===== config.mk =====
export PLATFORM = sky130hd
export DESIGN_NAME = wb_decoder
export DESIGN_NICKNAME = d
export VERILOG_FILES = /design/src/design/nebula_pkg.sv /design/src/design/wb_decoder.sv
export SDC_FILE = /design/constraint.sdc
export NUM_CORES = 1
export LEC_CHECK = 0
export ABC_CLOCK_PERIOD_IN_PS = 3350
export CAP_MARGIN = 20
export CELL_PAD_IN_SITES_DETAIL_PLACEMENT = 1
export CELL_PAD_IN_SITES_GLOBAL_PLACEMENT = 2
export CORE_AREA = 2 2 242 244
export DETAILED_ROUTE_END_ITERATION = 6
export DIE_AREA = 0 0 244 246
export DONT_BUFFER_PORTS = 1
export PLACE_DENSITY = 0.3
export SETUP_SLACK_MARGIN = 0.1
export SYNTH_ARGS = -nofsm -noshare
export SYNTH_HDL_FRONTEND = slang
export SYNTH_SLANG_ARGS = --single-unit

===== constraint.sdc =====
create_clock -name wb_clk_i -period 3.35 [get_ports wb_clk_i]
set_clock_uncertainty 0.2 [all_clocks]
set_input_delay 0.5025 -clock wb_clk_i [delete_from_list [all_inputs] [get_ports wb_clk_i]]
set_output_delay 0.5025 -clock wb_clk_i [all_outputs]
set_load 0.01 [all_outputs]

===== src/design/nebula_pkg.sv =====
// ------------------------------------------------------------
// Address bits 15:12 pick the region. Higher bits are ignored
// Index 0 of the team bank and LA arrays is the idle default
// ------------------------------------------------------------
package nebula_pkg;

    localparam int GPIO_W  = 38;   // IO pins on the user area
    localparam int LA_W    = 32;
    localparam int SRAM_AW = 8;    // 256 words

    // Region numbers, team k sits at REGION_TEAM0 + k - 1
    localparam int REGION_SRAM  = 0;
    localparam int REGION_GPIO  = 1;
    localparam int REGION_LA    = 2;
    localparam int REGION_TEAM0 = 3;

    typedef struct packed {
        logic        cyc;
        logic        stb;
        logic        we;
        logic [3:0]  sel;
        logic [31:0] adr;
        logic [31:0] dat;
    } wb_req_t;

    typedef struct packed {
        logic        ack;
        logic [31:0] dat;
    } wb_rsp_t;

    // One team's drive onto the IO bank
    typedef struct packed {
        logic [GPIO_W-1:0] out;
        logic [GPIO_W-1:0] oeb;   // Active low
    } pin_bank_t;

endpackage


===== src/design/wb_decoder.sv =====
// ------------------------------------------------------------
// Unmapped regions get an ack with zero data after one cycle
// ------------------------------------------------------------
`timescale 1ns/1ps

module wb_decoder
    import nebula_pkg::*;
#(
    parameter int NUM_TEAMS = 2
) (
    input  logic    wb_clk_i,
    input  logic    rst_i,
    input  wb_req_t m_req_i,
    output wb_rsp_t m_rsp_o,
    output wb_req_t p_req_o [0:REGION_TEAM0+NUM_TEAMS-1],
    input  wb_rsp_t p_rsp_i [0:REGION_TEAM0+NUM_TEAMS-1]
);

    localparam int NUM_P = REGION_TEAM0 + NUM_TEAMS;

    logic [NUM_P-1:0] hit;   // One-hot peripheral select
    logic             mapped;
    logic             err_ack_q;

    always_comb begin
        for (int k = 0; k < NUM_P; k++) begin
            hit[k] = (int'(m_req_i.adr[15:12]) == k);
        end
    end

    assign mapped = |hit;

    // Shared fields everywhere, cyc and stb only to the hit
    always_comb begin
        for (int k = 0; k < NUM_P; k++) begin
            p_req_o[k]     = m_req_i;
            p_req_o[k].cyc = m_req_i.cyc && hit[k];
            p_req_o[k].stb = m_req_i.stb && hit[k];
        end
    end

    always_ff @(posedge wb_clk_i) begin
        if (rst_i) begin
            err_ack_q <= 1'b0;
        end else begin
            err_ack_q <= m_req_i.cyc && m_req_i.stb && !mapped && !err_ack_q;
        end
    end

    always_comb begin
        m_rsp_o = '0;
        for (int k = 0; k < NUM_P; k++) begin
            if (hit[k]) begin
                m_rsp_o = p_rsp_i[k];
            end
        end
        if (err_ack_q) begin
            m_rsp_o = '{ack: 1'b1, dat: '0};   // Nothing lives here
        end
    end

endmodule


==> metrics.md, run 1 <==
| Metric | Value |
|---|---|
| CTS Hold Bufs | 0 |
| Fmax | 0.345 GHz |
| Synth Instances | 626 |
| Initial antenna violation count | 3 |
| Final worst-path cycle share | 0.864 |
| # setup viols final | 0 |
| Post-synth EDFFs | 0 |
| Drc violations | 0 |
| CP max FO | 43 |
| Biggest register | err_ack_q |
| DRT antenna net count | 0 |
| CP required | 2.65 ns |
| Core area | 0.0574 mm² |
| Vias in the first global route | 2775 |
| Syn_area_per_cell | 7.00 µm² |
| Area of the multi-input gates | 0.00148 mm² |
| Std cell rows | 88 |
| Mapped Nets | 864 |
| Top flop regs | err_ack_q: 1 flops |
| Routing usage on met3 | 0.0193 |
| Met1 usage | 0.0548 |
| Die Y | 246 µm |
| Total gr overflow | 0 |
| GR Util met2 | 0.0938 |
| I/O Buffers | 0 |
| Slowest CP cell | or3b_2 |
| Filler cell count | 6880 |
| Register area share after synthesis | 0.00457 |
| Area growth syn-to-layout | -36.4% |
| Finished Layout Cells | 1040 |
| R2r startpoint | err_ack_q |
| Pwr Density | 78.8 mW/mm² |
| Seq cells post-synth | 1 |
| Largest register FFs | 1 |
| Worst-Margin Slew | 0.677 ns |
| Final hold violation count | 0 |
| Post-DP HPWL | 13700 µm |
| Slew Limit Fails | 0 |
| WP data arrival | 2.19 ns |
| Status | complete, no violations |
| Yosys warns | 0 |
| WL final | 17400 µm |
| Synth unique cells | 24 |
| Top FF cell, synth | dfxtp_1 |
| MaxCap Viol Count | 0 |
| Crit path cell chain | or2_2 > or3b_2 > buf_12 > nor2_1 > a211oi_2 > buf_4 |
| Seq. cell area | 21.3 µm² |
| Post-synth top area cell | buf_4 |
| Ports | 626 |
| Worst Path Buf+Inv | 2 |
| Reg2reg path depth | 2 |
| 1st-iter DRT viols | 99 |
| Reg clk slew, reported paths | 0 ns |
| Most frequent cell after synthesis | buf_4 |
| DR WL/cell | 16.7 µm |
| Grt peak-use layer | met2 |
| Die Wd | 244 µm |
| Total GRT Usage | 0.0527 |
| Largest cells by area after synthesis | buf_4 59%, a211oi_2 7.7%, o2111ai_1 6.4%, nand2b_1 4.9%, o21ai_0 3.7% |
| Reg2reg setup slack | 1.85 ns |
| Asr flop ratio synth | 0 |
| Period minus WS final | 2.90 ns |
| Crit end category | output port |
| Hold Path Origin | rst_i |
| Layout net count | 513 |
| Synth top area share | 0.591 |
| Crit path max-delay family | simple AND/OR/NAND/NOR gates |
| Max-slew headroom | 0.549 |
| Via/cell ratio | 2.35 |
| Effective utilization at floorplan | 0.0764 |
| Setup crit start kind | input pin |
| Critical Path Max Stage Delay | 0.69 ns |
| Total setup buffers inserted after CTS | 0 |
| Routed vias | 2448 |
| Hold Path End | err_ack_q |
| TNS Setup | 0 ns |
| Initial DRT Pass Iterations | 4 |
| Final Core Density | 0.0486 |
| Max VDD drop | 0.0390 mV |
| First-pass GRT wire length | 22400 µm |
| Hold WC Path Type | in2reg |
| Reg2reg end | err_ack_q |
| Commonest cells post-synth | 345 x buf_4, 38 x nor2_1, 34 x nand2b_1 |
| Worst skew pair latency | 0 ns |
| GP Congestion | 0.662 |
| Share of cells above drive strength 1 | 0.231 |
| CP Class | in2out |
| Synthesized area | 0.00438 mm² |
| # resized after CTS | 0 |
| Die Area | 0.0600 mm² |
| Lkg Pwr | 0.691 nW |
| Inst Count DP | 1038 |
| RSZ-0062 raised after global routing | false |
| Largest net degree at the start of global routing | 75 |
| Hold-critical path depth | 2 |
==> metrics by stage <==
stage                     hold slack, ns  area (µm²)  power (W)  worst slack (ns)
after floorplan                    0.466        4380   0.000593             0.796
after global placement             0.495        2790   0.000230             0.451
after detailed placement           0.477        2790   0.000231             0.443
after CTS                          0.477        2790   0.000231             0.436
after global routing               0.486        2790   0.000244             0.351
final                              0.480        2790   0.000220             0.454
==> per-layer routing <==
metal / up-vias / wire (µm)
met4: 0 / 838
met5: - / 0
met2: 274 / 8660
li1: 1009 / -
met1: 1090 / 6120
met3: 75 / 1780
==> final cells by class <==
class / instances / area share
diodes: 2 / 0.00179
inverters: 32 / 0.0430
multi-input cells: 216 / 0.531
flip-flops and latches: 1 / 0.00762
well taps: 765 / 0.343
repair buffers: 24 / 0.0735
==> worst max path at each step <==
stage | startpoint | end | slack [ns] | cells after the start
final | m_req_i[45] | m_rsp_o[16] | 0.45 | 6
after global routing | m_req_i[45] | m_rsp_o[19] | 0.35 | 6
after CTS | m_req_i[45] | m_rsp_o[16] | 0.44 | 6
after detailed placement | m_req_i[45] | m_rsp_o[16] | 0.44 | 6
after global placement | m_req_i[45] | m_rsp_o[16] | 0.45 | 6
after floorplan | m_req_i[45] | m_rsp_o[10] | 0.80 | 7
==> where the power goes <==
part           switching [W]     internal (W)         total, W  leakage (nW)
combinational       0.000120        0.0000830         0.000203         0.683
sequential        0.00000456        0.0000127        0.0000173       0.00860
clock                      0  0.0000000000890  0.0000000000890     0.0000127
==> worst reg2reg max path, delay by kind of cell, from the launching register on <==
family,cells,cell delay [ns]
AND/OR/NAND/NOR,2,0.72
flip-flops,1,0.50
==> layout by cell type, fill, tap and decap left out, drive strengths merged, types with 2 or more instances in the layout <==
master   Yosys  routed
nand2b      34      34
and2         2       2
buf        357      24
a211oi      32      32
nor2        41      41
diode        0       2
nor3         2       2
inv         32      32
a21oi       32      32
o2111ai     32      32
o21ai       32      32
nand2        3       3
==> logic make-up after synthesis <==
kind of cell	share of synthesized area
flip-flops	0.00457
multiplexers	0.00514
AND/OR/NAND/NOR	0.103
buffers and inverters	0.660
AO/OA/AOI/OAI	0.227
Power figures use the tool's default switching activity.
==> inputs of run 2 (changes only) <==
- ABC_AREA: default -> 1
==> run 2 against run 1 <==
Against the previous run: via count is 18% higher; first-iteration DRC count is 29% lower; sequential share of layout area hardly changed; global-route usage is 0.69 points higher.
==> metrics.md, run 2 <==
| Metric | Value |
|---|---|
| Total gr overflow | 0 (unchanged) |
| Post-synth EDFFs | 0 (unchanged) |
| CTS Hold Bufs | 0 (unchanged) |
| Reg2reg setup slack | 2.60 ns (+0.75 ns) |
| Share of cells above drive strength 1 | 0.102 (-0.128) |
| Synth Instances | 712 (+14%) |
| Mapped Nets | 950 (+10%) |
| N_diodes | 0 (-2) |
| CP required | 2.65 ns (about the same) |
| Synthesized area | 0.00433 mm² (-1.2%) |
| # resized after CTS | 0 (unchanged) |
| Reg2reg end | err_ack_q |
| Hold_ws | 0.234 ns (-0.246 ns) |
| Layout net count | 601 (+17%) |
| WL final | 19500 µm (+12%) |
| Worst-Margin Slew | 0.780 ns (+0.104 ns) |
| CP max FO | 17 (-60%) |
| Largest register FFs | 1 (unchanged) |
| Via/cell ratio | 2.57 (+9.2%) |
| Initial antenna violation count | 9 (+6) |
| Vias in the first global route | 3164 (+14%) |
| Asr flop ratio synth | 0 (unchanged) |
| Seq. cell area | 20.0 µm² (-5.9%) |
| Most frequent cells in the layout | 163 x nand3_1, 78 x nor2_1, 39 x nand2_1, 29 x buf_4, 27 x o21ai_0 |
| Reg clk slew, reported paths | 0 ns (unchanged) |
| WP data arrival | 1.94 ns (-0.25 ns) |
| Crit end category | output port |
| Reg2reg path depth | 1 (-1) |
| 1st-iter DRT viols | 70 (-29%) |
| Total setup buffers inserted after CTS | 0 (unchanged) |
| Leading cell type in the layout, fill and taps excluded | nand3_1 |
| R2r startpoint | err_ack_q |
| Lkg Pwr | 0.964 nW (+39%) |
| Area growth syn-to-layout | -36.7% |
| Core area | 0.0574 mm² (unchanged) |
| Commonest cells post-synth | 354 x buf_4, 163 x nand3_1, 78 x nor2_1 |
| Total GRT Usage | 0.0596 (+0.00689) |
| DR WL/cell | 17.3 µm (+3.7%) |
| Final hold violation count | 0 (unchanged) |
| MaxCap Viol Count | 0 (unchanged) |
| Status | complete, no violations |
| Post-synth top area cell | buf_4 |
| Filler cell count | 6987 (+1.6%) |
| Largest cells by area after synthesis | buf_4 61%, nand3_1 19%, nor2_1 6.8%, nand2_1 3.4%, o21ai_0 3.1% |
| Std cell rows | 88 (unchanged) |
| CP Class | in2out |
| Die Wd | 244 µm (unchanged) |
| DP Area | 0.00274 mm² (-1.5%) |
| Effective utilization at floorplan | 0.0755 (-0.000938) |
| # setup viols final | 0 (unchanged) |
| GP Congestion | 0.611 (-7.7%) |
| Area of the multi-input gates | 0.00149 mm² (+0.59%) |
| Hold WC Path Type | reg2reg |
| Fmax | 0.378 GHz (+9.5%) |
| CP endpoint | m_rsp_o[10] |
| Period minus WS final | 2.65 ns (-0.250 ns) |
| Setup crit start kind | input pin |
| Register area share after synthesis | 0.00462 (+0.0000567) |
| RSZ-0062 raised after global routing | false |
| Final worst-path cycle share | 0.790 (-0.0748) |
| Largest net degree at the start of global routing | 68 (-9.3%) |
| TNS Setup | 0 ns (unchanged) |
| Max VDD drop | 0.0489 mV (+25%) |
| Ports | 626 (unchanged) |
| Crit path launch | m_req_i[45] |
| Top flop regs | err_ack_q: 1 flops |
| Drc violations | 0 (unchanged) |
| Biggest register | err_ack_q |
| Synth top area share | 0.614 (+0.0229) |
| Worst skew pair latency | 0 ns (unchanged) |
| Routed vias | 2895 (+18%) |
| Die Area | 0.0600 mm² (unchanged) |
| Post-DP HPWL | 15500 µm (+14%) |
| Synth unique cells | 17 (-29%) |
| Top FF cell, synth | dfxtp_1 |
| First-pass GRT wire length | 25300 µm (+13%) |
| Most frequent cell after synthesis | buf_4 |
| Pwr Density | 87.7 mW/mm² (+11%) |
| Seq cells post-synth | 1 (unchanged) |
| Max-slew headroom | 0.480 (-0.0692) |
| Final instance area | 0.00274 mm² (-1.7%) |
| Initial DRT Pass Iterations | 4 (unchanged) |
| Syn_area_per_cell | 6.08 µm² (-13%) |
| Slew Limit Fails | 0 (unchanged) |
| Yosys warns | 0 (unchanged) |
| DRT antenna net count | 0 (unchanged) |
| Die Y | 246 µm (unchanged) |
| I/O Buffers | 0 (unchanged) |
==> run 2: changes by cell type after synthesis, sizes merged, moves of 2 or more <==
cell / change
and2: -2
buf: +17
nand3: +163
a211oi: -32
nand2: +37
o2111ai: -32
clkbuf: -13
inv: -22
a21oi: -32
nand2b: -34
nor2: +41
==> run 2: area by class of cell <==
cell class / count / share of cell area
multi-input combinational: 320 / 0.543
tap: 765 / 0.349
timing repair buffer: 30 / 0.0867
inverter: 10 / 0.0137
sequential: 1 / 0.00730
==> run 2: metal layers <==
layer  track usage  part of all wire  wire, µm  vias up
met3        0.0283              0.13      2450       96
li1              -                 -         -     1243
met1        0.0529              0.30      5960     1267
met4        0.0262             0.047       918       16
met2         0.114              0.52     10100      273
met5             0            0.0053       104        -
==> run 2: how the worst min path moves through the flow <==
stage	endpoint	slack, ns	cells past startpoint	from
after floorplan	err_ack_q	0.20	1	err_ack_q
after global placement	err_ack_q	0.23	1	err_ack_q
after detailed placement	err_ack_q	0.24	1	err_ack_q
after CTS	err_ack_q	0.23	1	err_ack_q
after global routing	err_ack_q	0.28	1	err_ack_q
final	err_ack_q	0.23	1	err_ack_q
==> run 2: report_power, final <==
part            total, W  switching, W  internal [W]
Clock                  0             0             0
Combinational   0.000228      0.000163     0.0000649
Sequential     0.0000129   0.000000277     0.0000126
==> run 2: per-stage QoR <==
step	setup WS [ns]	util	power (W)	std cells
after floorplan	1.30	-	0.000581	712
after global placement	0.537	0.0478	0.000256	1126
after detailed placement	0.565	0.0478	0.000256	1126
after CTS	0.510	0.0478	0.000257	1126
after global routing	0.531	0.0478	0.000273	1126
final	0.705	0.0478	0.000241	1126
==> run 2: critical path: stages <==
cell and delay, ns:
nor2_4 0.38, buf_4 0.37, nand3_1 0.11, nand3_1 0.24, nor2_1 0.07, nor2_1 0.11, buf_4 0.13
==> run 2: cells by family after synthesis <==
family / synth area share
buf+inv: 0.652
compound gates: 0.0370
simple gates: 0.306
flops: 0.00462
==> inputs of run 3 (changes only) <==
- ABC_CLOCK_PERIOD_IN_PS: 3350 -> 2500
- CORE_AREA: 2 2 242 244 -> 2 2 244 246
- DIE_AREA: 0 0 244 246 -> 0 0 246 248
- clock period: 3.35 -> 2.5 ns (I/O delays scaled with it)
==> run 3 against run 2 <==
Against the previous run: worst hold slack hardly changed; first-iteration DRC count is 4.3% higher; critical path depth stayed put; combinational power is 35% higher; via count is 3.1% lower; flip-flop and latch count stayed put; largest cell class unchanged.
==> metrics.md, run 3 (synthesis results as in run 2) <==
| Metric | Value |
|---|---|
| Hold-critical path depth | 1 (unchanged) |
| Sw Share | 0.665 (-0.0124) |
| Final hold violation count | 0 (unchanged) |
| Pwr Density | 116 mW/mm² (+32%) |
| CP Class | in2out |
| WL final | 17700 µm (-9.3%) |
| Worst skew pair latency | 0 ns (unchanged) |
| Reg2reg setup slack | 1.74 ns (-0.86 ns) |
| Slew Limit Fails | 0 (unchanged) |
| Layout net count | 599 (-0.33%) |
| I/O Buffers | 0 (unchanged) |
| Total GRT Usage | 0.0519 (-0.00764) |
| Worst-Margin Slew | 0.470 ns (-0.311 ns) |
| Hold WC Path Type | reg2reg |
| Metal3 WL | 1420 µm (-42%) |
| Lkg Pwr | 0.978 nW (+1.4%) |
| Setup crit start kind | input pin |
| Biggest register | err_ack_q |
| Vias in the first global route | 3038 (-4.0%) |
| Share of cells above drive strength 1 | 0.0975 (-0.00500) |
| Effective utilization at floorplan | 0.0741 (-0.00142) |
| CP max FO | 26 (+9) |
| Share of power burned in combinational logic | 0.947 (about the same) |
| CTS Hold Bufs | 0 (unchanged) |
| Post-DP HPWL | 14700 µm (-5.1%) |
| Hold Path End | err_ack_q |
| Initial antenna violation count | 0 (-9) |
| Largest net degree at the start of global routing | 66 (-2.9%) |
| Seq pwr share | 0.053 (about the same) |
| Core area | 0.0585 mm² (+1.9%) |
| Clk network pwr share | 0 (unchanged) |
| Die Y | 248 µm (+0.81%) |
| Largest register FFs | 1 (unchanged) |
| DR WL/cell | 15.7 µm (-9.8%) |
| WL met2 | 9280 µm (-8.2%) |
| Sw Pwr | 0.000216 W (+33%) |
| Die Area | 0.0610 mm² (+1.6%) |
| RSZ-0062 raised after global routing | false |
| Reg clk slew, reported paths | 0 ns (unchanged) |
| Via/cell ratio | 2.48 (-3.6%) |
| Total setup buffers inserted after CTS | 0 (unchanged) |
| Reg2reg path depth | 1 (unchanged) |
| Fmax | 0.463 GHz |
| Crit path launch | m_req_i[47] |
| Max-slew headroom | 0.687 (+0.207) |
| # resized after CTS | 0 (unchanged) |
| Max VDD drop | 0.0367 mV (-25%) |
| Most frequent cells in the layout | 163 x nand3_1, 78 x nor2_1, 39 x nand2_1, 27 x o21ai_0, 21 x buf_4 |
| Drc violations | 0 (unchanged) |
| Std cell rows | 89 (+1.1%) |
| First-pass GRT wire length | 22800 µm (-9.9%) |
| Status | complete, no violations |
| # setup viols final | 0 (unchanged) |
| DRT antenna net count | 0 (unchanged) |
| Final Core Density | 0.0481 (+0.000301) |
| MaxCap Viol Count | 0 (unchanged) |
| Final worst-path cycle share | 0.864 |
| Top flop regs | err_ack_q: 1 flops |
| R2r startpoint | err_ack_q |
| Leading cell type in the layout, fill and taps excluded | nand3_1 |
| Total gr overflow | 0 (unchanged) |
| 1st-iter DRT viols | 73 (+4.3%) |
| Hold Path Origin | err_ack_q |
| Reg2reg end | err_ack_q |
| Top sig layer | met4 |
| Routed vias | 2805 (-3.1%) |
| Int Pwr | 0.000109 W (+40%) |
| Crit end category | output port |
| Period minus WS final | 2.16 ns |
| Area growth syn-to-layout | -35.0% |
| Initial DRT Pass Iterations | 4 (unchanged) |
| Ports | 626 (unchanged) |
| GP Congestion | 0.631 (+3.4%) |
| Die Wd | 246 µm (+0.82%) |
| Wire length on met1 | 6150 µm (+3.3%) |
| N_diodes | 0 (unchanged) |
| WP data arrival | 1.59 ns (-0.35 ns) |
| TNS Setup | 0 ns (unchanged) |
| CP required | 1.92 ns (-0.73 ns) |
## run 3: layer usage
metal | vias up | global-route usage
met3 | 92 | 0.0109
met1 | 1219 | 0.0516
met2 | 255 | 0.101
li1 | 1239 | -
met5 | - | 0
met4 | 0 | 0.0255
## run 3: worst max-delay path, stage by stage
cell and delay [ns]:
nor2_4 0.17, buf_12 0.21, buf_4 0.25, nand3_1 0.14
nand3_1 0.11, nor2_1 0.04, nor2_1 0.24
## run 3: area by class of cell
cell class,instances,area (µm²)
well taps,773,967
inverters,10,37.5
repair buffers,28,298
multi-input cells,320,1490
fillers,7116,55600
flip-flops and latches,1,20.0
## run 3: how the worst max path moves through the flow
stage / slack, ns / to / cells after the start
CTS: 0.23 / p_req_o[141] / 6
global route: 0.12 / p_req_o[140] / 6
detailed placement: 0.23 / p_req_o[141] / 6
floorplan: 0.70 / m_rsp_o[27] / 7
global placement: 0.18 / p_req_o[140] / 6
finish: 0.34 / m_rsp_o[11] / 7
## run 3: metrics by stage
| stage | hold slack, ns | total power [W] | cell area, µm² | setup WS (ns) | instances |
|---|---|---|---|---|---|
| finish | 0.233 | 0.000325 | 2810 | 0.339 | 1132 |
| global route | 0.262 | 0.000367 | 2810 | 0.121 | 1132 |
| CTS | 0.239 | 0.000342 | 2810 | 0.232 | 1132 |
| detailed placement | 0.242 | 0.000342 | 2810 | 0.234 | 1132 |
| global placement | 0.243 | 0.000341 | 2810 | 0.184 | 1132 |
| floorplan | 0.198 | 0.000779 | 4330 | 0.701 | 712 |
## run 3: power groups by stage
| stage | Combinational, W | Sequential (W) | Clock (W) |
|---|---|---|---|
| after floorplan | 0.000762 | 0.0000171 | 0 |
| after global placement | 0.000324 | 0.0000173 | 0 |
| after detailed placement | 0.000324 | 0.0000173 | 0 |
| after CTS | 0.000325 | 0.0000173 | 0 |
| after global routing | 0.000350 | 0.0000174 | 0 |
| final | 0.000308 | 0.0000173 | 0 |
