<file path="src/design/nebula_pkg.sv">
// ------------------------------------------------------------
// Address bits 15:12 pick the region. Higher bits are ignored
// Index 0 of the team bank and LA arrays is the idle default
// ------------------------------------------------------------
package nebula_pkg;

    localparam int GPIO_W  = 38;   // IO pins on the user area
    localparam int LA_W    = 32;
    localparam int SRAM_AW = 8;    // 256 words

    // Region numbers, team k sits at REGION_TEAM0 + k - 1
    localparam int REGION_SRAM  = 0;
    localparam int REGION_GPIO  = 1;
    localparam int REGION_LA    = 2;
    localparam int REGION_TEAM0 = 3;

    typedef struct packed {
        logic        cyc;
        logic        stb;
        logic        we;
        logic [3:0]  sel;
        logic [31:0] adr;
        logic [31:0] dat;
    } wb_req_t;

    typedef struct packed {
        logic        ack;
        logic [31:0] dat;
    } wb_rsp_t;

    // One team's drive onto the IO bank
    typedef struct packed {
        logic [GPIO_W-1:0] out;
        logic [GPIO_W-1:0] oeb;   // Active low
    } pin_bank_t;

endpackage

</file>
<file path="src/design/gpio_control.sv">
// ------------------------------------------------------------
// One select register covers the whole bank, no per-pin routing
// ------------------------------------------------------------
`timescale 1ns/1ps

module gpio_control
    import nebula_pkg::*;
#(
    parameter int NUM_TEAMS = 2
) (
    input  logic              wb_clk_i,
    input  logic              rst_i,
    input  wb_req_t           req_i,
    output wb_rsp_t           rsp_o,
    input  pin_bank_t         banks_i [0:NUM_TEAMS],
    output logic [GPIO_W-1:0] io_out_o,
    output logic [GPIO_W-1:0] io_oeb_o
);

    localparam int SEL_W = $clog2(NUM_TEAMS + 1);

    logic [SEL_W-1:0] sel_q;   // 0 selects the idle default bank
    logic             ack_q;
    logic             access;
    logic             wr_sel;

    assign access = req_i.cyc && req_i.stb && !ack_q;
    assign wr_sel = access && req_i.we && (req_i.adr[11:2] == '0);

    always_ff @(posedge wb_clk_i) begin
        if (rst_i) begin
            ack_q <= 1'b0;
            sel_q <= '0;
        end else begin
            ack_q <= access;
            if (wr_sel) begin
                // Out of range team falls back to default
                if (req_i.dat > 32'(NUM_TEAMS)) begin
                    sel_q <= '0;
                end else begin
                    sel_q <= req_i.dat[SEL_W-1:0];
                end
            end
        end
    end

    assign rsp_o.ack = ack_q;
    assign rsp_o.dat = 32'(sel_q);

    assign io_out_o = banks_i[sel_q].out;
    assign io_oeb_o = banks_i[sel_q].oeb;

endmodule

</file>
<file path="config.mk">
export PLATFORM = sky130hd
export DESIGN_NAME = gpio_control
export DESIGN_NICKNAME = d
export VERILOG_FILES = /design/src/design/nebula_pkg.sv /design/src/design/gpio_control.sv
export SDC_FILE = /design/constraint.sdc
export NUM_CORES = 1
export LEC_CHECK = 0
export BUFFER_PORTS_ARGS = -buffer_cell sky130_fd_sc_hd__buf_2
export CORE_AREA = 2 2 158 160
export CTS_BUF_LIST = sky130_fd_sc_hd__clkbuf_8 sky130_fd_sc_hd__clkbuf_16
export DETAILED_ROUTE_END_ITERATION = 8
export DIE_AREA = 0 0 160 162
export HOLD_SLACK_MARGIN = 0.08
export PLACE_DENSITY = 0.46
export SLEW_MARGIN = 20
export SYNTH_ARGS = -nofsm -noshare
export SYNTH_HDL_FRONTEND = slang
export SYNTH_SLANG_ARGS = --single-unit
</file>
<file path="constraint.sdc">
create_clock -name wb_clk_i -period 3.1 [get_ports wb_clk_i]
set_input_delay 0.31 -clock wb_clk_i [delete_from_list [all_inputs] [get_ports wb_clk_i]]
set_output_delay 0.31 -clock wb_clk_i [all_outputs]
set_load 0.05 [all_outputs]
</file>
==> results of run 1 <==
-- area by class of cell --
type	count	area (um2)
multi-input combinational	280	1692
fill	2830	20040
clock buffer	3	75.07
tap	324	405.4
inverter	1	3.754
sequential	3	65.06
timing repair buffer	357	1822
clock inverter	1	3.754
-- flip-flops by register name, indices dropped and copies added (netlist names) --
signal  count
ack_q       1
sel_q       2
-- worst max-delay path: cells and delay by family, from the launching register on --
kind                   cells  cell delay (ns)
AOI/OAI and AO/OA          1             0.11
buffers and inverters      2             0.66
and+or+nand+nor            2             0.68
DFF                        1             0.34
-- power breakdown --
group | total, W | internal (W) | switching [W] | leakage, nW
Combinational | 0.000556 | 0.000187 | 0.000370 | 1.80
Sequential | 0.0000387 | 0.0000385 | 0.000000156 | 0.0256
Clock | 0.000200 | 0.000166 | 0.0000339 | 0.0423
-- metrics by stage --
stage | utilization | instances | setup slack, ns
after floorplan | - | 340 | 0.5048
after global placement | 0.1654 | 965 | 0.9108
after detailed placement | 0.1654 | 965 | 0.9539
after CTS | 0.1687 | 969 | 0.7152
after global routing | 0.1687 | 969 | 0.5873
final | 0.1687 | 969 | 0.7676
-- layer usage --
layer,GRT usage,routed length (um),up-vias
met2,0.1651,6181,222
met5,0,0,-
li1,-,-,1703
met4,0.007781,27,0
met3,0.01251,962,2
met1,0.07631,3998,1445
-- worst paths after layout --
path	start	to	slack, ns	cells after the start
worst max-delay path	sel_q[1]	io_out_o[23]	0.77	5
worst min-delay path	rst_i	ack_q	0.42	3
worst max register to register	sel_q[0]	sel_q[0]	1.81	2
worst min register to register	ack_q	ack_q	0.67	2
-- placed cells by master, fill, tap and decap left out, drive strengths merged --
cell type,synthesis,final
a32o,2,2
and3b,1,1
nor4b,1,1
dfxtp,3,3
o21ai,76,76
nor3,1,1
nor4,8,8
and2,1,1
clkbuf,10,3
mux2i,76,76
nand4,3,3
a211oi,1,1
conb,1,30
nor2,1,1
nand2,76,76
and2b,1,1
buf,46,357
inv,1,2
nor3b,2,2
-- logic make-up (layout without fill, tap and decap cells) --
logic type,after synthesis,count (layout),synth area share
multiplexers,76,76,0.3732
AND/OR/NAND/NOR,95,95,0.2007
buffers and inverters,57,362,0.1946
other,1,30,0.001840
AO/OA/AOI/OAI,79,79,0.2001
flip-flops,3,3,0.02947
==> summary.txt, run 1 <==
Critical path
  – CP startpoint kind: register
  – Crit path max-delay cell type: and2b_2
  – Critical path, cell by cell: and2b_2 > buf_4 > nand2_1 > o21ai_1 > buf_2
  – Worst Path Arrival: 2.02 ns
  – CP max FO: 24
  – CP endpoint kind: primary output
  – CP Data Required Time: 2.79 ns
  – WS Path Type: reg -> out
  – Crit path largest cell delay: 0.60 ns

STA
  – Final hold vios: 0
  – Final setup fails: 0
  – Fmax: 428.7 MHz
  – Crit share post-route: 0.7524
  – Fin Setup TNS: 0 ns
  – Worst Hold Slack: 0.4215 ns
  – Rel. slew slack: 0.4513
  – Clock period minus worst slack: 2.332 ns
  – Worst Max-Slew Pin Slew: 0.8231 ns
  – RSZ-0062 raised after global routing: false
  – Max Clock Skew: 0.001015 ns
  – Final Max Tran Viols: 0

Yosys
  – Top cells by area, synth: mux2i_1 37%, nand2_1 14%, buf_4 12%
  – Most frequent cells after synthesis: 76 x mux2i_1, 76 x nand2_1, 40 x o21ai_1
  – Yosys warns: 0
  – Syn Area/Cell: 6.554 um2
  – Synth Register Bits: 3
  – Cells after Synth: 311
  – Yosys top cell area share: 0.3732
  – Count of different cell masters after synthesis: 23
  – Post-synth EDFFs: 0
  – Dominant synthesized flop cell: dfxtp_1
  – Seq/Total Area, Yosys: 0.02947
  – Largest area contributor in the synthesized netlist: mux2i_1
  – Syn Std Cell Area: 2038 um2
  – Ys async rst share: 0

Drt
  – Vias: 3372
  – ANT nets after route: 0
  – Drt first pass iters: 4
  – DR DRC count: 0
  – DRT iter0 DRCs: 126
  – Vias per cell: 3.480
  – Wirelength per Cell: 11.53 um
  – WL final: 11170 um

Final layout
  – Cell area after layout: 4066 um2
  – Nets: 947
  – Share of layout cells above drive strength 1: 0.5628
  – Area growth, synth to finish: 99.51%
  – Diodes inserted: 0

Clock network
  – Root Driver: clkbuf_16
  – Clock sink count: 3
  – H-tree depth: 1
  – Reg clk slew, reported paths: 0.03 ns
  – Setup Buffers After CTS: 0
  – Resized cells post-CTS: 0
  – CTS tree: built
  – CTS Hold Bufs: 0
  – Clock Latency Late Sink: 0.22 ns
  – Cts bufs inserted: 3
  – Clock Tree Buf Depth: 2

Floorplan
  – Die Span Y: 162 um
  – Core Area: 24110 um2
  – Die X: 160 um
  – I/O Pins: 410
  – Row count: 57
  – Die area: 25920 um2
  – Initial Util: 0.08455

GRT
  – Vias in the first global route: 3187
  – Total Routing Usage GR: 0.07597
  – GRT overflow: 0
  – Largest net degree at the start of global routing: 79
  – Initial antenna violation count: 0
  – First-pass GRT wire length: 16060 um

Power
  – Pleak: 1.872 nW
  – Power after layout: 0.0007951 W
  – Cell Pwr Density: 195.5 nW/um2
  – IR Drop Worst-Case VDD: 0.1186 mV

Placement
  – Area after DPL: 3988 um2
  – Routability Congestion: 0.7476
  – Dpl hpwl: 9108 um
  – Input/output buffers: 353

Outcome
  – Outcome: complete, no violations

Min path
  – Hold Path Class: in -> reg

Run
  – Max Cap Viol: 0
Note: power is estimated with default switching activity, not from simulation.
==> inputs of run 2 (changes only) <==
--- a/config.mk
+++ b/config.mk
@@ -5,13 +5,14 @@
 export SDC_FILE = /design/constraint.sdc
 export NUM_CORES = 1
 export LEC_CHECK = 0
+export ABC_AREA = 1
 export BUFFER_PORTS_ARGS = -buffer_cell sky130_fd_sc_hd__buf_2
 export CORE_AREA = 2 2 158 160
 export CTS_BUF_LIST = sky130_fd_sc_hd__clkbuf_8 sky130_fd_sc_hd__clkbuf_16
 export DETAILED_ROUTE_END_ITERATION = 8
 export DIE_AREA = 0 0 160 162
 export HOLD_SLACK_MARGIN = 0.08
-export PLACE_DENSITY = 0.46
+export PLACE_DENSITY = 0.5
 export SLEW_MARGIN = 20
 export SYNTH_ARGS = -nofsm -noshare
 export SYNTH_HDL_FRONTEND = slang
==> constraint.sdc (replaced) <==
create_clock -name wb_clk_i -period 2.2 [get_ports wb_clk_i]
set_input_delay 0.22 -clock wb_clk_i [delete_from_list [all_inputs] [get_ports wb_clk_i]]
set_output_delay 0.22 -clock wb_clk_i [all_outputs]
set_load 0.05 [all_outputs]
==> run 2 against run 1 <==
Clock skew grew 0.0017 ns; critical path depth did not move; area after synthesis is 41% higher; power increased by 48%; final cell count grew 12%; register-to-register slack worse by 0.62 ns; sequential power rose by 41%; utilization rose by 3.5 points.
==> summary.txt, run 2 <==
Critical path
  – Cell family with most CP delay: buffers and inverters (was simple AND/OR/NAND/NOR gates)
  – CP Data Required Time: 1.98 ns (was 2.79 ns)
  – Crit path max-delay cell type: dfxtp_2 (was and2b_2)
  – CP endpoint kind: primary output (unchanged)
  – Crit path largest cell delay: 0.34 ns (was 0.60 ns)
  – Critical path, cell by cell: inv_6 > buf_4 > nor2_1 > o21ai_2 > buf_2 (was and2b_2 > buf_4 > nand2_1 > o21ai_1 > buf_2)
  – WS Path Type: reg -> out (unchanged)
  – Combined buffer and inverter count along the critical path: 3 (was 2)
  – CP max FO: 22 (was 24)
  – Critical R2R Launch: sel_q[0] (unchanged)
  – Critical path launch point: sel_q[0] (was sel_q[1])
  – CP startpoint kind: register (unchanged)
  – Worst Path Arrival: 1.64 ns (was 2.02 ns)

Drt
  – ANT nets after route: 0 (unchanged)
  – M1 WL: 4856 um (was 3998 um)
  – Met3 WL: 1354 um (was 962 um)
  – Met2 wire len: 7181 um (was 6181 um)
  – Drt first pass iters: 4 (unchanged)
  – Vias: 4192 (was 3372)
  – Wirelength per Cell: 12.43 um (was 11.53 um)
  – WL final: 13550 um (was 11170 um)
  – DR DRC count: 0 (unchanged)
  – Vias per cell: 3.846 (was 3.480)
  – Max layer used: met4 (unchanged)
  – DRT iter0 DRCs: 170 (was 126)

Floorplan
  – Initial Util: 0.1189 (was 0.08455)
  – Row count: 57 (unchanged)
  – Die area: 25920 um2 (unchanged)
  – Core Area: 24110 um2 (unchanged)
  – Die Span Y: 162 um (unchanged)
  – I/O Pins: 410 (unchanged)
  – Die X: 160 um (unchanged)

Clock network
  – Clock sink count: 3 (unchanged)
  – Root Driver: clkbuf_16 (unchanged)
  – Reg clk slew, reported paths: 0.03 ns (about the same)
  – Setup Buffers After CTS: 0 (unchanged)
  – CTS Hold Bufs: 0 (unchanged)
  – Clock Tree Buf Depth: 2 (unchanged)
  – CTS tree: built (unchanged)
  – Clock Latency Late Sink: 0.23 ns (was 0.22 ns)
  – H-tree depth: 1 (unchanged)
  – Resized cells post-CTS: 0 (unchanged)
  – Cts bufs inserted: 3 (unchanged)

Min path
  – Hold path start: rst_i (unchanged)
  – Hold Path Class: in -> reg (unchanged)

Final layout
  – Cell area after layout: 4907 um2 (was 4066 um2)
  – Area growth, synth to finish: 71.19% (was 99.51%)
  – Largest Register: sel_q (unchanged)
  – Max reg flops: 2 (unchanged)
  – Commonest non-fill, non-tap cell in the layout: buf_2 (unchanged)
  – Post-Layout Cell Count: 1090 (was 969)
  – Largest regs: sel_q (2), ack_q (1) (unchanged)
  – Commonest non-fill, non-tap cells in the layout: 352 x buf_2, 103 x nor2_1, 76 x o21ai_0, 70 x nand3_2, 70 x o21ai_2 (was 353 x buf_2, 76 x mux2i_1, 76 x nand2_1, 40 x o21ai_1, 36 x o21ai_0)
  – Nets: 1066 (was 947)
  – Filler instances: 2771 (was 2830)
  – Share of layout cells above drive strength 1: 0.6728 (was 0.5628)

Run
  – Max Cap Viol: 0 (unchanged)

Power
  – Power after layout: 0.001178 W (was 0.0007951 W)
  – Cell Pwr Density: 240.1 nW/um2 (was 195.5 nW/um2)
  – Pleak: 2.298 nW (was 1.872 nW)
  – IR Drop Worst-Case VDD: 0.1657 mV (was 0.1186 mV)

STA
  – Max Clock Skew: 0.002679 ns (was 0.001015 ns)
  – Crit share post-route: 0.8446
  – Rel. slew slack: 0.6586 (was 0.4513)
  – Clock period minus worst slack: 1.858 ns
  – Fin Setup TNS: 0 ns (unchanged)
  – Final Max Tran Viols: 0 (unchanged)
  – Worst Max-Slew Pin Slew: 0.5121 ns (was 0.8231 ns)
  – Final setup fails: 0 (unchanged)
  – Final hold vios: 0 (unchanged)
  – Fmax: 538.2 MHz
  – RSZ-0062 raised after global routing: false (unchanged)

Yosys
  – Seq/Total Area, Yosys: 0.02095 (was 0.02947)
  – Largest area contributor in the synthesized netlist: nand3_2 (was mux2i_1)
  – Syn Area/Cell: 6.575 um2 (was 6.554 um2)
  – Syn Std Cell Area: 2866 um2 (was 2038 um2)
  – Yosys top cell area share: 0.2444 (was 0.3732)
  – Cells after Synth: 436 (was 311)
  – Synth Register Bits: 3 (unchanged)
  – Count of different cell masters after synthesis: 19 (was 23)
  – Most frequent cells after synthesis: 103 x nor2_1, 76 x o21ai_0, 70 x nand3_2, 70 x o21ai_2, 31 x buf_4 (was 76 x mux2i_1, 76 x nand2_1, 40 x o21ai_1)
  – Top cells by area, synth: nand3_2 24%, o21ai_2 21%, nor2_1 13% (was mux2i_1 37%, nand2_1 14%, buf_4 12%)
  – Yosys warns: 0 (unchanged)
  – Dominant synthesized flop cell: dfxtp_1 (unchanged)
  – Count leader, synth: nor2_1
  – Ys async rst share: 0 (unchanged)
  – Post-synth EDFFs: 0 (unchanged)

Placement
  – Area after DPL: 4823 um2 (was 3988 um2)
  – Routability Congestion: 0.7863 (was 0.7476)
  – Dpl hpwl: 11050 um (was 9108 um)
  – Input/output buffers: 353 (unchanged)
  – Placed Instances: 1084 (was 965)

GRT
  – GRT overflow: 0 (unchanged)
  – Largest net degree at the start of global routing: 78 (was 79)
  – First-pass GRT wire length: 20320 um (was 16060 um)
  – Vias in the first global route: 4064 (was 3187)
  – Total Routing Usage GR: 0.09657 (was 0.07597)
  – Initial antenna violation count: 2 (was 0)

Outcome
  – Outcome: complete, no violations (unchanged)
## run 2: worst paths after layout
path            endpoint  slack [ns]  cells past startpoint
max          io_oeb_o[6]        0.34                      5
max reg2reg     sel_q[0]        1.19                      5
min                ack_q        0.18                      2
min reg2reg        ack_q        0.53                      2
## run 2: final cells by class
type	count	area, um2	area share
multi-input cells	385	2354	0.4796
clock inverters	1	3.754	0.0007649
inverters	5	25.02	0.005099
clock buffers	3	75.07	0.01530
diodes	2	5.005	0.001020
flip-flops and latches	3	65.06	0.01326
well taps	324	405.4	0.08261
repair buffers	367	1974	0.4023
## run 2: report_power, final
part	internal, W	switching, W	leakage [nW]
Combinational	0.000275	0.000561	2.23
Clock	0.000235	0.0000526	0.0423
Sequential	0.0000543	0.000000286	0.0256
## run 2: per-layer routing
layer / vias up / GRT usage
met3: 8 / 0.02247
met1: 1838 / 0.09884
met2: 254 / 0.1991
li1: 2092 / -
met5: - / 0
met4: 0 / 0.01679
## run 2: metrics by stage
| stage | hold slack [ns] | setup slack, ns | util |
|---|---|---|---|
| after floorplan | 0.2924 | 0.2360 | - |
| after global placement | 0.4088 | 0.5411 | 0.2001 |
| after detailed placement | 0.4112 | 0.5506 | 0.2001 |
| after CTS | 0.1774 | 0.3125 | 0.2034 |
| after global routing | 0.1830 | 0.2240 | 0.2034 |
| final | 0.1753 | 0.3418 | 0.2036 |
## run 2: kinds of logic after synthesis
logic type / after synthesis / share of synthesized area
buf+inv: 77 / 0.1960
other cells: 1 / 0.001308
compound gates: 154 / 0.3605
flops: 3 / 0.02095
simple gates: 201 / 0.4212
==> inputs of run 3 (changes only) <==
--- a/config.mk
+++ b/config.mk
@@ -5,14 +5,14 @@
 export SDC_FILE = /design/constraint.sdc
 export NUM_CORES = 1
 export LEC_CHECK = 0
-export ABC_AREA = 1
+export ABC_AREA = 0
 export BUFFER_PORTS_ARGS = -buffer_cell sky130_fd_sc_hd__buf_2
-export CORE_AREA = 2 2 158 160
+export CORE_AREA = 2 2 159 161
 export CTS_BUF_LIST = sky130_fd_sc_hd__clkbuf_8 sky130_fd_sc_hd__clkbuf_16
 export DETAILED_ROUTE_END_ITERATION = 8
-export DIE_AREA = 0 0 160 162
+export DIE_AREA = 0 0 161 163
 export HOLD_SLACK_MARGIN = 0.08
-export PLACE_DENSITY = 0.5
+export PLACE_DENSITY = 0.47
 export SLEW_MARGIN = 20
 export SYNTH_ARGS = -nofsm -noshare
 export SYNTH_HDL_FRONTEND = slang
==> constraint.sdc (replaced) <==
create_clock -name wb_clk_i -period 1.5 [get_ports wb_clk_i]
set_input_delay 0.15 -clock wb_clk_i [delete_from_list [all_inputs] [get_ports wb_clk_i]]
set_output_delay 0.15 -clock wb_clk_i [all_outputs]
set_load 0.05 [all_outputs]
==> run 3 against run 2 <==
The run now ends with negative setup slack left; via count decreased by 13%; global-route usage decreased by 1.3 points; final cell count decreased by 7.2%; power increased by 68%.
==> summary.txt, run 3 (synthesis gave the netlist of run 1 again) <==
Final layout
  – Commonest non-fill, non-tap cell in the layout: buf_2 (unchanged)
  – Share of layout cells above drive strength 1: 0.7654 (was 0.6728)
  – Diodes inserted: 0 (was 2)
  – Commonest non-fill, non-tap cells in the layout: 277 x buf_2, 59 x buf_6, 56 x mux2i_1, 50 x nand2_1, 44 x o21ai_4 (was 352 x buf_2, 103 x nor2_1, 76 x o21ai_0, 70 x nand3_2, 70 x o21ai_2)
  – Area growth, synth to finish: 195.6% (was 71.19%)
  – Seq. cell area: 67.56 um2 (was 65.06 um2)
  – Nets: 984 (was 1066)
  – Max reg flops: 2 (unchanged)
  – Largest Register: sel_q (unchanged)
  – Filler instances: 2704 (was 2771)
  – Largest regs: sel_q (2), ack_q (1) (unchanged)
  – Area occupied by multi-input gates: 2639 um2 (was 2354 um2)
  – Final Util: 0.2442 (was 0.2036)

Clock network
  – Reg clk slew, reported paths: 0.03 ns (about the same)
  – H-tree depth: 1 (unchanged)
  – Cts bufs inserted: 3 (unchanged)
  – CTS Hold Bufs: 0 (unchanged)
  – Clock sink count: 3 (unchanged)
  – CTS tree: built (unchanged)
  – Clock Tree Buf Depth: 2 (unchanged)
  – Root Driver: clkbuf_16 (unchanged)
  – Clock Latency Late Sink: 0.22 ns (was 0.23 ns)

GRT
  – GRT overflow: 0 (unchanged)
  – Largest net degree at the start of global routing: 39 (was 78)
  – First-pass GRT wire length: 17500 um (was 20320 um)
  – Vias in the first global route: 3443 (was 4064)
  – Initial antenna violation count: 0 (was 2)
  – Total Routing Usage GR: 0.08327 (was 0.09657)

Min path
  – Hold path start: rst_i (unchanged)
  – Hold Path Class: in -> reg (unchanged)
  – Worst Hold Depth: 3 (was 2)
  – Hold EP: ack_q (unchanged)

Critical path
  – CP endpoint kind: primary output (unchanged)
  – Worst R2R End: sel_q[1] (was sel_q[0])
  – Worst reg2reg setup slack: 0.29 ns (was 1.19 ns)
  – CP max FO: 27 (was 22)
  – Worst Path Arrival: 1.55 ns (was 1.64 ns)
  – Critical R2R Launch: ack_q (was sel_q[0])
  – WS Path Type: reg -> out (unchanged)
  – FF-to-FF path depth: 4 (was 5)
  – CP Data Required Time: 1.35 ns (was 1.98 ns)
  – CP startpoint kind: register (unchanged)

Floorplan
  – I/O Pins: 410 (unchanged)
  – Initial Util: 0.08261 (was 0.1189)
  – Row count: 58 (was 57)
  – Die X: 161 um (was 160 um)
  – Die Span Y: 163 um (was 162 um)
  – Core Area: 24670 um2 (was 24110 um2)
  – Die area: 26240 um2 (was 25920 um2)

Placement
  – Routability Congestion: 0.7954 (was 0.7863)
  – Dpl hpwl: 9972 um (was 11050 um)
  – Input/output buffers: 353 (unchanged)

Outcome
  – Outcome: complete, but fails checks (was complete, no violations)
  – Failing checks: negative setup slack

STA
  – Final WS setup: -0.1953 ns (was 0.3418 ns)
  – RSZ-0062 raised after global routing: true (was false)
  – Worst Hold Slack: 0.2954 ns (was 0.1753 ns)
  – Final hold vios: 0 (unchanged)
  – Final Max Tran Viols: 0 (unchanged)
  – Final setup fails: 76 (was 0)
  – Max Clock Skew: 0.005146 ns (was 0.002679 ns)
  – Clock period minus worst slack: 1.695 ns
  – Crit share post-route: 1.130
  – Fmax: 589.9 MHz

Drt
  – WL final: 14270 um (was 13550 um)
  – Drt first pass iters: 4 (unchanged)
  – DR DRC count: 0 (unchanged)
  – Wirelength per Cell: 14.10 um (was 12.43 um)
  – Vias per cell: 3.625 (was 3.846)
  – DRT iter0 DRCs: 106 (was 170)
  – ANT nets after route: 0 (unchanged)
  – Vias: 3668 (was 4192)

Run
  – Max Cap Viol: 0 (unchanged)

Power
  – Cell Pwr Density: 328.4 nW/um2 (was 240.1 nW/um2)
  – Pleak: 2.739 nW (was 2.298 nW)
  – IR Drop Worst-Case VDD: 0.2775 mV (was 0.1657 mV)
## run 3: changes by cell type in the layout (fill, tap and decap cells not counted), moves of 44 or more
cell and change:
o21ai_4 +44, buf_2 -75, buf_6 +59, nor2_1 -102, nand3_2 -70, mux2i_1 +56
o21ai_0 -76
## run 3: worst max-delay path by stage
stage	startpoint	to	depth (start not counted)
floorplan	sel_q[0]	io_oeb_o[18]	2
global placement	sel_q[1]	io_oeb_o[29]	5
detailed placement	sel_q[1]	io_oeb_o[21]	5
CTS	sel_q[1]	io_out_o[31]	5
global route	sel_q[1]	io_out_o[11]	5
finish	sel_q[1]	io_out_o[32]	5
## run 3: critical path, stage by stage (launching register included)
cell     delay (ns)
dfxtp_4        0.37
buf_12         0.21
buf_4          0.19
mux2i_2        0.27
o21ai_4        0.06
buf_4          0.20
## run 3: repair_timing
item	4_1_cts	5_1_grt
cloned	3	6
resized for setup	169	64
setup buffers	1	7
hold endpoints to repair	0	0
pin swaps	0	23
setup endpoints to repair	76	76
## run 3: power breakdown
| group | internal, W | total, W | switching [W] | leakage [nW] |
|---|---|---|---|---|
| clock | 0.000344 | 0.000421 | 0.0000769 | 0.0423 |
| combinational | 0.000603 | 0.00148 | 0.000876 | 2.67 |
| sequential | 0.0000778 | 0.0000783 | 0.000000442 | 0.0259 |
## run 3: per-layer routing
layer / global-route usage / routed length [um] / vias to the layer above / part of all wire
met5: 0 / 0 / - / 0
met1: 0.09709 / 5342 / 1636 / 0.37
met3: 0.01553 / 1201 / 4 / 0.084
met4: 0.007305 / 46 / 0 / 0.0032
met2: 0.1627 / 7681 / 238 / 0.54
li1: - / - / 1790 / -
## run 3: metrics by stage
stage	setup WS [ns]	cells	total power (W)	instance area (um2)	setup TNS, ns
CTS	-0.1969	999	0.001944	5543	-10.22
global route	-0.2492	1012	0.002068	6026	-15.02
finish	-0.1953	1012	0.001979	6026	-10.38
global placement	-0.002554	991	0.001348	4813	-0.002554
detailed placement	-0.008968	991	0.001352	4813	-0.01222
floorplan	-0.03184	340	0.0009130	2823	-0.8139
## run 3: layout make-up
type,count,share of cell area
clock buffers,3,0.01246
clock inverters,1,0.0006229
inverters,1,0.0006229
multi-input cells,280,0.4379
flip-flops and latches,3,0.01121
well taps,330,0.06852
repair buffers,394,0.4686
